### src/mips_macros.svh
`ifndef MIPS_MACROS_SVH
`define MIPS_MACROS_SVH

// Word and memory sizes
`define MIPS_DWIDTH      32
`define MIPS_IMEM_WORDS  256
`define MIPS_RESET_PC    32'h0000_0000

// Primary opcodes
`define OP_RTYPE  6'h00
`define OP_J      6'h02
`define OP_BEQ    6'h04
`define OP_ADDIU  6'h09
`define OP_LW     6'h23
`define OP_SW     6'h2b

// R-type function codes
`define FN_ADDU   6'h21
`define FN_SUBU   6'h23
`define FN_AND    6'h24
`define FN_OR     6'h25
`define FN_SLT    6'h2a

`endif

### src/mips_pkg.sv
`default_nettype none
`include "mips_macros.svh"

package mips_pkg;

  typedef logic [`MIPS_DWIDTH-1:0] word_t;

  // One instruction word, seen through the three encodings
  typedef union packed {
    struct packed {
      logic [5:0] op;
      logic [4:0] rs;
      logic [4:0] rt;
      logic [4:0] rd;
      logic [4:0] shamt;
      logic [5:0] funct;
    } r;
    struct packed {
      logic [5:0]  op;
      logic [4:0]  rs;
      logic [4:0]  rt;
      logic [15:0] imm;
    } i;
    struct packed {
      logic [5:0]  op;
      logic [25:0] target;
    } j;
  } instr_u;

  typedef enum logic [2:0] {
    ALU_ADD = 3'd0,
    ALU_SUB = 3'd1,
    ALU_AND = 3'd2,
    ALU_OR  = 3'd3,
    ALU_SLT = 3'd4
  } alu_op_e;

  typedef struct packed {
    logic    regwrite;
    logic    regdst;    // Write rd instead of rt
    logic    alusrc;    // Immediate as ALU operand b
    logic    memtoreg;
    logic    memread;
    logic    memwrite;
    logic    branch;
    logic    jump;
    alu_op_e alu_op;
  } ctrl_t;

  typedef struct packed {
    logic write;
    logic addr_phase;
  } bus_ctrl_t;

endpackage

`default_nettype wire

### src/mips_controller.sv
`timescale 1ns/1ns
`default_nettype none
`include "mips_macros.svh"

module mips_controller
  import mips_pkg::*;
(
  input  instr_u instr,
  output ctrl_t  ctrl
);

  always_comb begin
    ctrl = '0;  // No-op unless decoded below
    case (instr.i.op)
      `OP_RTYPE: begin
        ctrl.regwrite = 1'b1;
        ctrl.regdst   = 1'b1;
        case (instr.r.funct)
          `FN_ADDU: ctrl.alu_op = ALU_ADD;
          `FN_SUBU: ctrl.alu_op = ALU_SUB;
          `FN_AND:  ctrl.alu_op = ALU_AND;
          `FN_OR:   ctrl.alu_op = ALU_OR;
          `FN_SLT:  ctrl.alu_op = ALU_SLT;
          default: begin
            ctrl.regwrite = 1'b0;  // Unsupported funct, e.g. sll 0 nop
            ctrl.regdst   = 1'b0;
          end
        endcase
      end
      `OP_ADDIU: begin
        ctrl.regwrite = 1'b1;
        ctrl.alusrc   = 1'b1;
      end
      `OP_LW: begin
        ctrl.regwrite = 1'b1;   // Committed only once the load data is back
        ctrl.alusrc   = 1'b1;
        ctrl.memtoreg = 1'b1;
        ctrl.memread  = 1'b1;
      end
      `OP_SW: begin
        ctrl.alusrc   = 1'b1;
        ctrl.memwrite = 1'b1;
      end
      `OP_BEQ: begin
        ctrl.branch = 1'b1;
        ctrl.alu_op = ALU_SUB;  // Zero result means equal
      end
      `OP_J: begin
        ctrl.jump = 1'b1;
      end
      default: ;
    endcase
  end

endmodule

`default_nettype wire

### config.mk
export PLATFORM = sky130hd
export DESIGN_NAME = mips_controller
export DESIGN_NICKNAME = d
export VERILOG_FILES = /design/src/mips_pkg.sv /design/src/mips_controller.sv
export VERILOG_INCLUDE_DIRS = /design/src
export SDC_FILE = /design/constraint.sdc
export NUM_CORES = 1
export LEC_CHECK = 0
export BUFFER_PORTS_ARGS = -buffer_cell sky130_fd_sc_hd__buf_4
export CAP_MARGIN = 30
export CORE_AREA = 2 2 39 41
export DETAILED_ROUTE_END_ITERATION = 7
export DIE_AREA = 0 0 41 43
export GPL_TIMING_DRIVEN = 0
export PLACE_DENSITY = 0.57
export SLEW_MARGIN = 40
export SYNTH_ARGS = -nofsm -noshare
export SYNTH_HDL_FRONTEND = slang
export SYNTH_SLANG_ARGS = --single-unit
### constraint.sdc
create_clock -name vclk -period 3.15
set_input_delay 0.945 -clock vclk [all_inputs]
set_output_delay 0.945 -clock vclk [all_outputs]
set_load 0.02 [all_outputs]
==> flow_metrics.py <==
metrics = {
    "logic_synthesis": {
        "yosys.area.top_type": "nor2_1",
        "yosysMostFrequentCell": "nor2_1",
        "synthTopCellsByArea": "nor2_1 20%, a21oi_1 7.9%, nor3_1 7.9%, or4b_4 7.3%, and4bb_2 6.6%",
        "netlist_area_um2": 189,
        "synth_commonest_cells": "10 x nor2_1, 3 x a21oi_1, 3 x inv_1, 3 x nand2_1, 3 x nor3_1",
        "yosysUniqueCellTypes": 15,
        "ys_warn_count": 0,
        "postSynthCellCount": 33,
        "synth_top_area_share_pct": 19.9,
        "syn-num-nets": 65,
        "yosysSeqAreaShare_pct": 0,
        "synth.avg_cell_area_um2": 5.73,
    },
    "status": {
        "status": "finished with violations",
        "violations": "setup timing",
    },
    "worst_setup_path": {
        "path_class": "in -> out",
        "end_kind": "output pin",
        "worst_ep_required_time_ns": 2.20,
        "cp-start-kind": "primary input",
        "arrival_ns": 2.65,
        "critPathMaxFanout": 4,
    },
    "final_layout": {
        "antenna_cells": 0,
        "clock_buffers": 0,
        "syn_to_final_growth_pct": 134,
        "seq_cell_count": 0,
        "nNetsFinal": 91,
        "layout-drive-gt1-share_pct": 57.9,
        "seq_area_um2": 0,
        "utilization_pct": 31.9,
    },
    "die": {
        "rows": 14,
        "die_w_um": 41,
        "io_pins": 43,
        "die_area_um2": 1760,
        "core_um2": 1380,
        "die_y_um": 43,
        "floorplan.initialDensity_pct": 13.7,
    },
    "route": {
        "avgRoutedWirePerCell_um": 8.74,
        "first_pass_iters": 4,
        "vias": 296,
        "routed_wl_um": 638,
        "via_per_inst": 4.05,
        "ant_nets": 0,
        "post-route-drc-count": 0,
        "first_iter_violations": 2,
    },
    "placed_design": {
        "numPortBuffers": 23,
        "place_congestion": 0.645,
        "pre_cts_ws_ns": -0.504,
        "dp_hpwl_um": 534,
    },
    "global_route": {
        "grt_pass1_vias": 244,
        "grt-ovfl-total": 0,
        "track_usage_pct": 6.99,
        "antenna_found_initial": 0,
        "grt_pass1_wl_um": 938,
        "grt_max_degree": 6,
    },
    "min_path": {
        "min_path_type": "in -> out",
        "whs_path_depth": 3,
    },
    "sta": {
        "hold_viol": 0,
        "rsz0062_at_grt": "yes",
        "setup_ws_ns": -0.445,
        "maxSlewViolCount": 0,
        "min_period_over_period_pct": 114,
        "period_minus_slack_ns": 3.59,
        "worst_pin_slew_ns": 0.280,
        "fmaxAchievable_mhz": 278,
        "relSlewSlack_pct": 81.2,
        "finalSetupViolCount": 4,
    },
    "run": {
        "drv_cap": 0,
    },
    "power_and_ir_drop": {
        "p_leak_nw": 0.203,
        "irDropWorstVdd_mv": 0.0297,
        "p_per_area_nw_per_um2": 79.5,
    },
    "clocking": {
        "cts_hold_buf": 0,
    },
}
[metal layers]
layer	global-route usage [%]	part of all wire (%)	vias to the layer above
met1	9.81	42	117
li1	-	-	161
met3	0.524	14	0
met4	0	0	0
met5	0	0	-
met2	11.9	45	18
[cells in the final DEF, fill, tap and decap left out, drive strengths merged, types with 2 or more instances in the layout]
master / instances
buf: 25
nor2: 10
nand2: 3
a21oi: 3
or3: 2
nor3: 4
nand2b: 2
inv: 3
[critical path, stage by stage]
cell	delay (ns)
buf_6	0.09
or3_4	0.37
or3_4	0.35
or4b_4	0.56
o22ai_4	0.20
buf_6	0.14
[where the power goes]
group / switching, mW / internal (mW)
Clock: 0 / 0
Sequential: 0 / 0
Combinational: 0.0162 / 0.0189
[timing repair]
action                     CTS  global route
gates resized for setup      7             0
buffers inserted             0             1
pin swaps                    1             0
setup endpoints to repair    4             4
[through the flow]
stage	TNS (ns)	instance area [µm²]	hold slack [ns]	instances	total power, mW
after global placement	-1.80	407	2.19	72	0.0331
after detailed placement	-1.81	407	2.19	72	0.0333
after floorplan	-1.00	214	1.92	33	0.0144
after CTS	-1.64	434	2.17	72	0.0350
after global routing	-1.76	442	2.18	73	0.0385
final	-1.60	442	2.17	73	0.0351
[final cells by class]
type / count / area, µm²
fillers: 155 / 942
multi-input cells: 29 / 200
plain buffers: 1 / 7.51
well taps: 16 / 20.0
inverters: 3 / 11.3
repair buffers: 24 / 203
[path summary, 6_finish.rpt]
path                  startpoint        to
worst max-delay path   instr[26]  ctrl[10]
worst min-delay path    instr[3]   ctrl[1]
[cell families (layout without fill, tap and decap cells)]
family	Yosys count	count (layout)	share of synthesized area, %
AOI/OAI and AO/OA	4	4	11.3
xor gates and xnor gates	1	1	4.64
buffers and inverters	4	28	9.93
and+or+nand+nor	24	24	74.2
Note: power is estimated with default switching activity, not from simulation.
