### src/mips_macros.svh
`ifndef MIPS_MACROS_SVH
`define MIPS_MACROS_SVH

// Word and memory sizes
`define MIPS_DWIDTH      32
`define MIPS_IMEM_WORDS  256
`define MIPS_RESET_PC    32'h0000_0000

// Primary opcodes
`define OP_RTYPE  6'h00
`define OP_J      6'h02
`define OP_BEQ    6'h04
`define OP_ADDIU  6'h09
`define OP_LW     6'h23
`define OP_SW     6'h2b

// R-type function codes
`define FN_ADDU   6'h21
`define FN_SUBU   6'h23
`define FN_AND    6'h24
`define FN_OR     6'h25
`define FN_SLT    6'h2a

`endif

### src/mips_pkg.sv
`default_nettype none
`include "mips_macros.svh"

package mips_pkg;

  typedef logic [`MIPS_DWIDTH-1:0] word_t;

  // One instruction word, seen through the three encodings
  typedef union packed {
    struct packed {
      logic [5:0] op;
      logic [4:0] rs;
      logic [4:0] rt;
      logic [4:0] rd;
      logic [4:0] shamt;
      logic [5:0] funct;
    } r;
    struct packed {
      logic [5:0]  op;
      logic [4:0]  rs;
      logic [4:0]  rt;
      logic [15:0] imm;
    } i;
    struct packed {
      logic [5:0]  op;
      logic [25:0] target;
    } j;
  } instr_u;

  typedef enum logic [2:0] {
    ALU_ADD = 3'd0,
    ALU_SUB = 3'd1,
    ALU_AND = 3'd2,
    ALU_OR  = 3'd3,
    ALU_SLT = 3'd4
  } alu_op_e;

  typedef struct packed {
    logic    regwrite;
    logic    regdst;    // Write rd instead of rt
    logic    alusrc;    // Immediate as ALU operand b
    logic    memtoreg;
    logic    memread;
    logic    memwrite;
    logic    branch;
    logic    jump;
    alu_op_e alu_op;
  } ctrl_t;

  typedef struct packed {
    logic write;
    logic addr_phase;
  } bus_ctrl_t;

endpackage

`default_nettype wire

### src/mips_bus_interface.sv
`timescale 1ns/1ns
`default_nettype none
`include "mips_macros.svh"

module mips_bus_interface
  import mips_pkg::*;
(
  input  logic                                 clk,
  input  logic                                 reset,
  input  logic                                 memread,
  input  logic                                 memwrite,
  input  word_t                                alu_out,
  input  word_t                                writedata,
  input  logic                                 bus_ack,
  input  bus_ctrl_t                            bus_ctrl_in,
  input  word_t                                bus_data_in,
  input  logic                                 loading,
  output logic                                 bus_req,
  output bus_ctrl_t                            bus_ctrl_out,
  output word_t                                bus_data_out,
  output word_t                                readdata,
  output logic                                 load_done,
  output logic                                 stall,
  output logic                                 imem_we,
  output logic [$clog2(`MIPS_IMEM_WORDS)-1:0]  imem_waddr
);

  typedef enum logic [2:0] {
    S_IDLE,
    S_REQ,
    S_ADDR,
    S_DATA,
    S_WB
  } state_e;

  state_e state;
  state_e state_nxt;

  always_ff @(posedge clk) begin
    if (reset) begin
      state <= S_IDLE;
    end else begin
      state <= state_nxt;
    end
  end

  always_comb begin
    state_nxt = state;
    case (state)
      S_IDLE:  if (memread || memwrite) state_nxt = S_REQ;
      S_REQ:   if (bus_ack) state_nxt = S_ADDR;  // Wait for the grant
      S_ADDR:  state_nxt = S_DATA;
      S_DATA:  state_nxt = memread ? S_WB : S_IDLE;
      S_WB:    state_nxt = S_IDLE;
      default: state_nxt = S_IDLE;
    endcase
  end

  // Held from decode up to the last cycle of the access
  assign stall = ((state == S_IDLE) && (memread || memwrite)) ||
                 (state == S_REQ) || (state == S_ADDR) ||
                 ((state == S_DATA) && memread);

  assign bus_req                 = (state == S_REQ);
  assign bus_ctrl_out.addr_phase = (state == S_ADDR);
  assign bus_ctrl_out.write      = memwrite && ((state == S_ADDR) || (state == S_DATA));
  assign load_done               = (state == S_WB);

  always_comb begin
    if (state == S_ADDR) begin
      bus_data_out = alu_out;
    end else if ((state == S_DATA) && memwrite) begin
      bus_data_out = writedata;
    end else begin
      bus_data_out = '0;
    end
  end

  // Read word is sampled at the end of the data phase
  always_ff @(posedge clk) begin
    if (state == S_DATA) begin
      readdata <= bus_data_in;
    end
  end

  // Loader; an address strobe sets the word index, each data strobe bumps it
  assign imem_we = loading && bus_ctrl_in.write && !bus_ctrl_in.addr_phase;

  always_ff @(posedge clk) begin
    if (loading && bus_ctrl_in.write && bus_ctrl_in.addr_phase) begin
      imem_waddr <= bus_data_in[$clog2(`MIPS_IMEM_WORDS)-1:0];
    end else if (imem_we) begin
      imem_waddr <= imem_waddr + 1'b1;
    end
  end

  a_req_held: assert property (@(posedge clk) disable iff (reset)
    bus_req && !bus_ack |=> bus_req);

  // Program loading never overlaps a core bus cycle
  a_load_only: assert property (@(posedge clk)
    imem_we |-> loading && (state == S_IDLE));

endmodule

`default_nettype wire

### config.mk
export PLATFORM = sky130hd
export DESIGN_NAME = mips_bus_interface
export DESIGN_NICKNAME = d
export VERILOG_FILES = /design/src/mips_pkg.sv /design/src/mips_bus_interface.sv
export VERILOG_INCLUDE_DIRS = /design/src
export SDC_FILE = /design/constraint.sdc
export NUM_CORES = 1
export LEC_CHECK = 0
export BUFFER_PORTS_ARGS = -buffer_cell sky130_fd_sc_hd__buf_2
export CORE_UTILIZATION = 33
export DETAILED_ROUTE_END_ITERATION = 8
export GPL_TIMING_DRIVEN = 0
export PLACE_DENSITY = 0.75
export RECOVER_POWER = 50
export SLEW_MARGIN = 0
export SYNTH_ARGS = -nofsm -noshare
export SYNTH_HDL_FRONTEND = slang
export SYNTH_SLANG_ARGS = --single-unit
### constraint.sdc
create_clock -name clk -period 2.3 [get_ports clk]
set_input_delay 0.23 -clock clk [delete_from_list [all_inputs] [get_ports clk]]
set_output_delay 0.23 -clock clk [all_outputs]
set_load 0.005 [all_outputs]
==> summary.txt, run 1 <==
Power
  • Power share of the combinational group: 0.153
  • LEAKAGE: 0.00139 uW
  • Switch share: 0.235
  • Pwr/cell area: 527 mW/mm^2
  • Peak supply drop: 0.000398 V
  • Internal Power: 1230 uW
  • Switch Pwr: 377 uW
  • Sequential Power Share: 0.559
  • Clk pwr share: 0.288

Detailed routing
  • DRC viols: 0
  • Vias: 1921
  • Iter 0 DRT Violations: 68
  • Vias per Instance: 4.78
  • Overall routed net length: 6110 um
  • Post-DRT Antenna Nets: 0
  • DR WL/cell: 15.2 um
  • DRT Pass-1 Iters: 4

STA
  • Worst slew margin: 0.410
  • Final period utilization: 0.847
  • Final Hold Viols: 0
  • Tmin final: 1950 ps
  • Pins Over Slew Limit: 0
  • RSZ-0062 raised after global routing: false
  • Worst-Margin Slew: 883 ps
  • Fmax: 513 MHz
  • Clock Skew: 5.91 ps
  • Final setup fails: 0

Global routing
  • Vias in the first global route: 1755
  • Global route total overflow: 0
  • First-pass GRT wire length: 8610 um
  • Largest net degree at the start of global routing: 33
  • GRT Total Usage: 0.183
  • Number of antenna violations at the first check in global routing: 2

Yosys
  • Area leader, netlist: edfxtp_1
  • Synth warnings: 0
  • Register area share after synthesis: 0.632
  • Library cells used by synthesis: 31
  • Cells after Synth: 140
  • Net count after synthesis: 245
  • Yosys reg bits: 43
  • Leading post-synthesis cells by cell area: edfxtp_1 (60%), a22o_1 (14%), buf_6 (4.5%), dfxtp_1 (3.0%), nor3b_4 (1.9%)
  • Mean post-synth cell area: 14.3 um^2
  • Top cell type's share of synthesized area: 0.602
  • Synth Cell Area: 0.00200 mm^2

Clock network
  • H-tree level count: 2
  • Clock-pin slew on the worst setup and hold paths: 80 ps
  • Post-CTS Setup Bufs: 0
  • CTS tree: done
  • CTS sink cnt: 43
  • Num CTS Buffers: 5
  • CTS Buffer Depth: 2
  • Post-cts hold buffer count: 0
  • PostCTS Resize Cnt: 0
  • Clock Latency Late Sink: 290 ps
  • Clk Tree Root Cell: clkbuf_8

Place
  • Area after DPL: 0.00300 mm^2
  • Placer Congestion: 0.724
  • Post-DP HPWL: 4880 um
  • Buffers on Ports: 181

Die
  • Die Wd: 79.8 um
  • Initial Util: 0.352
  • Die H: 79.8 um
  • # rows: 27
  • Core box area: 0.00568 mm^2
  • IO Pins: 182
  • Die area: 0.00636 mm^2

Critical path
  • Buf/Inv on CP: 3
  • Critical Path AT: 1720 ps
  • Worst path cell trace: buf_6 > nand2_1 > nor3b_4 > buf_6 > a22o_1 > buf_2
  • Levels on crit path: 6
  • Slowest Stage Delay on Critical Path: 350 ps
  • Startpoint types: register
  • Reg2reg setup slack: 590 ps
  • Crit. Startpoint: state[0]
  • CP required: 2070 ps
  • Critical path's slowest cell: nor3b_4
  • CP endpoint kind: output pin
  • Most frequent CP cell: buf_6
  • Crit Reg-Reg Startpoint: state[0]
  • CP top delay family: simple AND/OR/NAND/NOR gates
  • Kind of critical path: reg -> out
  • CP Max Fanout: 10
  • Reg2reg end: readdata[18]
  • Worst setup path endpoint: bus_data_out[21]
  • Register-to-Register Path Depth: 3

Job
  • Max Cap Viol: 0

Final layout
  • Layout Utilization: 0.537
  • Share of layout cells above drive strength 1: 0.529
  • Nets: 433
  • Design area: 0.00305 mm^2
  • Area grow syn2layout: 52.6%

Hold path
  • HP Class: in -> reg

Run status
  • Outcome: completed
==> synth_stat cells (all sizes together) <==
master	n
nor2b	1
and3b	1
and2	1
inv	1
xnor2	1
a211oi	1
buf	9
clkbuf	1
a22o	32
nand4	1
and3	1
nand3	5
nor3	1
or3	4
nand3b	1
o41ai	1
dfxtp	3
xor2	2
a21oi	2
a31oi	3
edfxtp	40
nor3b	4
nand2	8
nand2b	1
nor2	6
nor4b	1
o21ai	7
ha	1
==> worst reg2reg max path, delay by kind of cell (launching register included) <==
family | cells | cell delay (ps)
DFF | 1 | 330
and+or+nand+nor | 2 | 870
buffers and inverters | 1 | 130
==> flip-flops by register name, summed over array words and instances (netlist names) <==
| name | cells |
|---|---|
| state | 3 |
| readdata | 32 |
| imem_waddr | 8 |
==> logic make-up (layout without fill, tap and decap cells) <==
logic type,count (synthesis),in the layout,share of synthesized area
adder cells (fa/ha/maj),1,1,0.00627
XOR/XNOR,3,3,0.0132
flip-flops,43,43,0.632
other,0,1,0
AND/OR/NAND/NOR,36,36,0.115
buffers and inverters,11,200,0.0527
AO/OA/AOI/OAI,46,46,0.181
==> per-stage QoR <==
stage | TNS, ps | instances | setup WS, ps | hold WS [ps] | total power [uW]
floorplan | 0 | 140 | 17.9 | 303 | 1010
global placement | -18680 | 393 | -585 | 407 | 1160
detailed placement | 0 | 393 | 668 | 409 | 1170
CTS | 0 | 401 | 420 | 96.1 | 1620
global route | 0 | 402 | 208 | 90.0 | 1680
finish | 0 | 402 | 352 | 106 | 1600
==> per-layer routing <==
| layer | GRT usage | vias up | wire (um) |
|---|---|---|---|
| li1 | - | 935 | - |
| met4 | 0.0589 | 2 | 96 |
| met2 | 0.350 | 97 | 3250 |
| met3 | 0.0629 | 11 | 588 |
| met5 | 0 | - | 8 |
| met1 | 0.182 | 876 | 2170 |
==> power by group through the flow <==
stage	Clock, uW	Sequential, uW	Combinational [uW]
2_1_floorplan	0	914	99.1
3_3_place_gp	0	913	246
3_5_place_dp	0	914	252
4_1_cts	471	896	253
6_report	462	896	245
5_1_grt	511	899	271
==> how the worst min path moves through the flow <==
stage                         to            start  depth (start not counted)
floorplan               state[1]            reset                          1
global placement    readdata[24]  bus_data_in[24]                          1
detailed placement   readdata[9]   bus_data_in[9]                          1
CTS                  readdata[9]   bus_data_in[9]                          1
global route        readdata[16]  bus_data_in[16]                          1
finish              readdata[26]  bus_data_in[26]                          1
==> placed cells by master (no fill, tap or decap), types with 2 or more instances in the layout <==
master    instances
a31oi_1           3
buf_6             8
xor2_1            2
o21ai_0           7
nor3b_4           2
buf_2           155
clkinv_1          2
or3_1             4
a22o_1           32
a21oi_1           2
nor2_1            5
nand2_1           8
clkbuf_1         26
nor3b_1           2
clkbuf_8          5
edfxtp_1         40
nand3_1           5
dfxtp_1           3
==> layout make-up <==
| class | count | area (um^2) |
|---|---|---|
| Multi-Input combinational cell | 86 | 629 |
| Fill cell | 529 | 2630 |
| Tap cell | 72 | 90.1 |
| Buffer | 10 | 101 |
| Timing Repair Buffer | 181 | 873 |
| Clock buffer | 5 | 68.8 |
| Inverter | 1 | 3.75 |
| Clock inverter | 3 | 15.0 |
| Antenna cell | 1 | 2.50 |
| Sequential cell | 43 | 1260 |
(Power assumes the default switching activity.)
==> run 2, diff against run 1 <==
--- a/config.mk
+++ b/config.mk
@@ -6,11 +6,12 @@
 export SDC_FILE = /design/constraint.sdc
 export NUM_CORES = 1
 export LEC_CHECK = 0
+export ABC_AREA = 1
 export BUFFER_PORTS_ARGS = -buffer_cell sky130_fd_sc_hd__buf_2
-export CORE_UTILIZATION = 33
+export CORE_UTILIZATION = 38
 export DETAILED_ROUTE_END_ITERATION = 8
 export GPL_TIMING_DRIVEN = 0
-export PLACE_DENSITY = 0.75
+export PLACE_DENSITY = 0.8
 export RECOVER_POWER = 50
 export SLEW_MARGIN = 0
 export SYNTH_ARGS = -nofsm -noshare
==> constraint.sdc (replaced) <==
create_clock -name clk -period 1.9 [get_ports clk]
set_input_delay 0.19 -clock clk [delete_from_list [all_inputs] [get_ports clk]]
set_output_delay 0.19 -clock clk [all_outputs]
set_load 0.005 [all_outputs]
==> run 2 against run 1 <==
Net effect: setup slack got worse by 220 ps; largest power group unchanged; synthesized cell count rose by 64%; wire length decreased by 2.4%; first-iteration DRC count down 13%; critical path type unchanged; utilization rose by 8.2 points; sequential power rose by 22%.
==> summary.txt, run 2 <==
Yosys
  • Synth Flop Type: edfxtp_1
  • Leading post-synthesis cells by cell area: edfxtp_1 (57%), nand2_1 (17%), nand3_1 (10%), dfxtp_1 (2.9%), nor2_1 (2.0%)
  • Synth Cell Area: 0.00210 mm^2 (+5.1%)
  • Most frequent cells after synthesis: nand2_1 (95), nand3_1 (43), edfxtp_1 (40)
  • Most common cell in the netlist: nand2_1
  • Synth warnings: 0 (unchanged)
  • Mux contribution to synthesized area: 0 (unchanged)
  • Yosys reg bits: 43 (unchanged)
  • Post-Synth Simple-Gate Area: 0.311 (+0.196)
  • Mean post-synth cell area: 9.12 um^2 (-36%)
  • EDFF count, synth: 40 (unchanged)
  • Net count after synthesis: 335 (+37%)
  • Post-synth ARST share: 0 (unchanged)
  • Register area share after synthesis: 0.601 (-0.0309)
  • Cells after Synth: 230 (+64%)
  • Area leader, netlist: edfxtp_1
  • Dominant combinational cell family by area after synthesis: simple AND/OR/NAND/NOR gates
  • Adder-Cell Fraction of Synth Area: 0.00596 (-0.000307)
  • Library cells used by synthesis: 20 (-35%)
  • Post-synthesis compound-gate area fraction: 0.0179 (-0.163)
  • XOR/XNOR Fraction of Synth Area: 0.00835 (-0.00482)
  • Top cell type's share of synthesized area: 0.572 (-0.0294)

STA
  • Tmin final: 1770 ps
  • Worst slew margin: 0.710 (+0.300)
  • Clock Skew: 4.52 ps (-1.39 ps)
  • Worst hold margin: 70.0 ps (-36.2 ps)
  • Final period utilization: 0.932
  • Final setup fails: 0 (unchanged)
  • Final Hold Viols: 0 (unchanged)
  • Fmax: 565 MHz
  • TNS Setup: 0 ps (unchanged)
  • Pins Over Slew Limit: 0 (unchanged)
  • RSZ-0062 raised after global routing: false
  • Worst-Margin Slew: 436 ps (-448 ps)

Run status
  • Outcome: completed

Final layout
  • Layout Utilization: 0.619 (+0.0824)
  • Share of layout cells above drive strength 1: 0.436 (-0.0932)
  • Area grow syn2layout: 53.5%
  • Regs by FF count: readdata: 32 flops, imem_waddr: 8 flops, state: 3 flops
  • Final std cells w/o fill: 490 (+22%)
  • Fillers: 495 (-6.4%)
  • Top reg by flops: readdata
  • Commonest non-fill, non-tap cell in the layout: buf_2
  • # diodes: 0 (-1)
  • Most frequent cells in the layout: buf_2 (162), nand2_1 (95), nand3_1 (43)
  • Nets: 524 (+21%)
  • Max reg flops: 32 (unchanged)

Critical path
  • Startpoint types: register
  • CP Max Fanout: 10 (unchanged)
  • CP required: 1710 ps (-360 ps)
  • CP endpoint kind: output pin
  • Kind of critical path: reg -> out
  • Critical Path AT: 1580 ps (-140 ps)

Die
  • IO Pins: 182 (unchanged)
  • Die area: 0.00582 mm^2 (-8.5%)
  • Core box area: 0.00520 mm^2 (-8.3%)
  • # rows: 26 (-3.7%)
  • Die Wd: 76.3 um (-4.3%)
  • Initial Util: 0.403 (+0.0515)
  • Die H: 76.3 um (-4.3%)

Job
  • Max Cap Viol: 0 (unchanged)

Place
  • Buffers on Ports: 180 (-0.55%)
  • Post-DP HPWL: 4820 um (-1.3%)
  • Placer Congestion: 0.851 (+18%)
  • Post-placement cell count: 480 (+22%)

Global routing
  • GRT Total Usage: 0.202 (+0.0194)
  • Number of antenna violations at the first check in global routing: 0 (-2)
  • First-pass GRT wire length: 9370 um (+8.8%)
  • Vias in the first global route: 2101 (+20%)
  • Global route total overflow: 0 (unchanged)
  • Largest net degree at the start of global routing: 42 (+27%)

Clock network
  • CTS tree: done
  • CTS Buffer Depth: 2 (unchanged)
  • Post-cts hold buffer count: 0 (unchanged)
  • Clk Tree Root Cell: clkbuf_8
  • Clock-pin slew on the worst setup and hold paths: 80 ps (about the same)
  • H-tree level count: 2 (unchanged)
  • CTS sink cnt: 43 (unchanged)
  • Num CTS Buffers: 5 (unchanged)
  • Clock Latency Late Sink: 290 ps (about the same)

Detailed routing
  • Vias per Instance: 4.63 (-3.2%)
  • Iter 0 DRT Violations: 59 (-13%)
  • DRT Pass-1 Iters: 4 (unchanged)
  • Vias: 2267 (+18%)
  • DR WL/cell: 12.2 um (-20%)
  • Post-DRT Antenna Nets: 0 (unchanged)
  • DRC viols: 0 (unchanged)
  • Overall routed net length: 5960 um (-2.4%)

Power
  • Peak supply drop: 0.000427 V (+7.1%)
  • LEAKAGE: 0.00169 uW (+22%)
  • Total Power: 2280 uW (+42%)
  • Pwr/cell area: 708 mW/mm^2 (+35%)

Hold path
  • HP Class: in -> reg
run 2: changes by cell type in the layout (fill, tap and decap cells not counted), sizes merged, moves of 2 or more:
cell    change
inv        +13
o21ai       -5
buf         +2
nor2        +6
o21bai      +2
clkinv      -2
a22o       -32
nand2      +87
nand3      +38
xor2        -2
a21oi       -2
nor3b       -4
bufinv      +2
or3         -4
run 2: final timing paths:
check / start / end / slack, ps / cells past startpoint
max: state[0] / bus_data_out[3] / 130 / 7
min: bus_data_in[12] / readdata[12] / 70 / 1
max reg2reg: imem_waddr[0] / imem_waddr[6] / 550 / 6
min reg2reg: state[1] / state[0] / 660 / 3
run 2: logic make-up (layout without fill, tap and decap cells):
group | after synthesis | after routing
DFF | 43 | 43
AOI/OAI and AO/OA | 6 | 6
adders and majority gates | 1 | 1
buffers and inverters | 24 | 214
xor gates and xnor gates | 2 | 2
and+or+nand+nor | 154 | 154
run 2: per-layer routing:
metal | vias to the layer above | routed length, um | GRT usage
li1 | 1149 | - | -
met1 | 987 | 2310 | 0.220
met2 | 119 | 3020 | 0.373
met3 | 12 | 505 | 0.0599
met4 | 0 | 126 | 0.0654
met5 | - | 0 | 0
run 2: where the power goes:
group	total (uW)	internal, uW	switching (uW)	leakage [uW]
Sequential	1090	1070	19.2	0.000389
Combinational	365	177	188	0.00124
Clock	823	525	298	0.0000654
run 2: area by class of cell:
cell class,count,area [um^2],area share
Clock inverter,2,60.1,0.0186
Clock buffer,6,72.6,0.0225
Tap cell,70,87.6,0.0272
Multi-Input combinational cell,163,721,0.224
Inverter,14,52.6,0.0163
Timing Repair Buffer,182,892,0.277
Sequential cell,43,1260,0.391
Buffer,10,75.1,0.0233
run 2: worst max-delay path, cell delays in order (launching register included):
cell	delay, ps
dfxtp_1	390
inv_2	70
nor3_4	240
buf_4	190
buf_6	140
nand3_1	70
nand2_1	90
buf_2	110
run 2: stage by stage:
stage               worst slack, ps  instance area, um^2
floorplan                       521                 2100
global placement                242                 3090
detailed placement              242                 3090
CTS                            2.58                 3230
global route                   11.3                 3220
finish                          130                 3220
run 2: what timing repair did:
action | 4_1_cts | 5_1_grt
endpoints found under the hold margin | 0 | 0
pin swaps | 1 | 1
buffers inserted | 0 | 2
gates cloned | 0 | 0
resized for setup | 2 | 1
setup endpoints to repair | 9 | 9
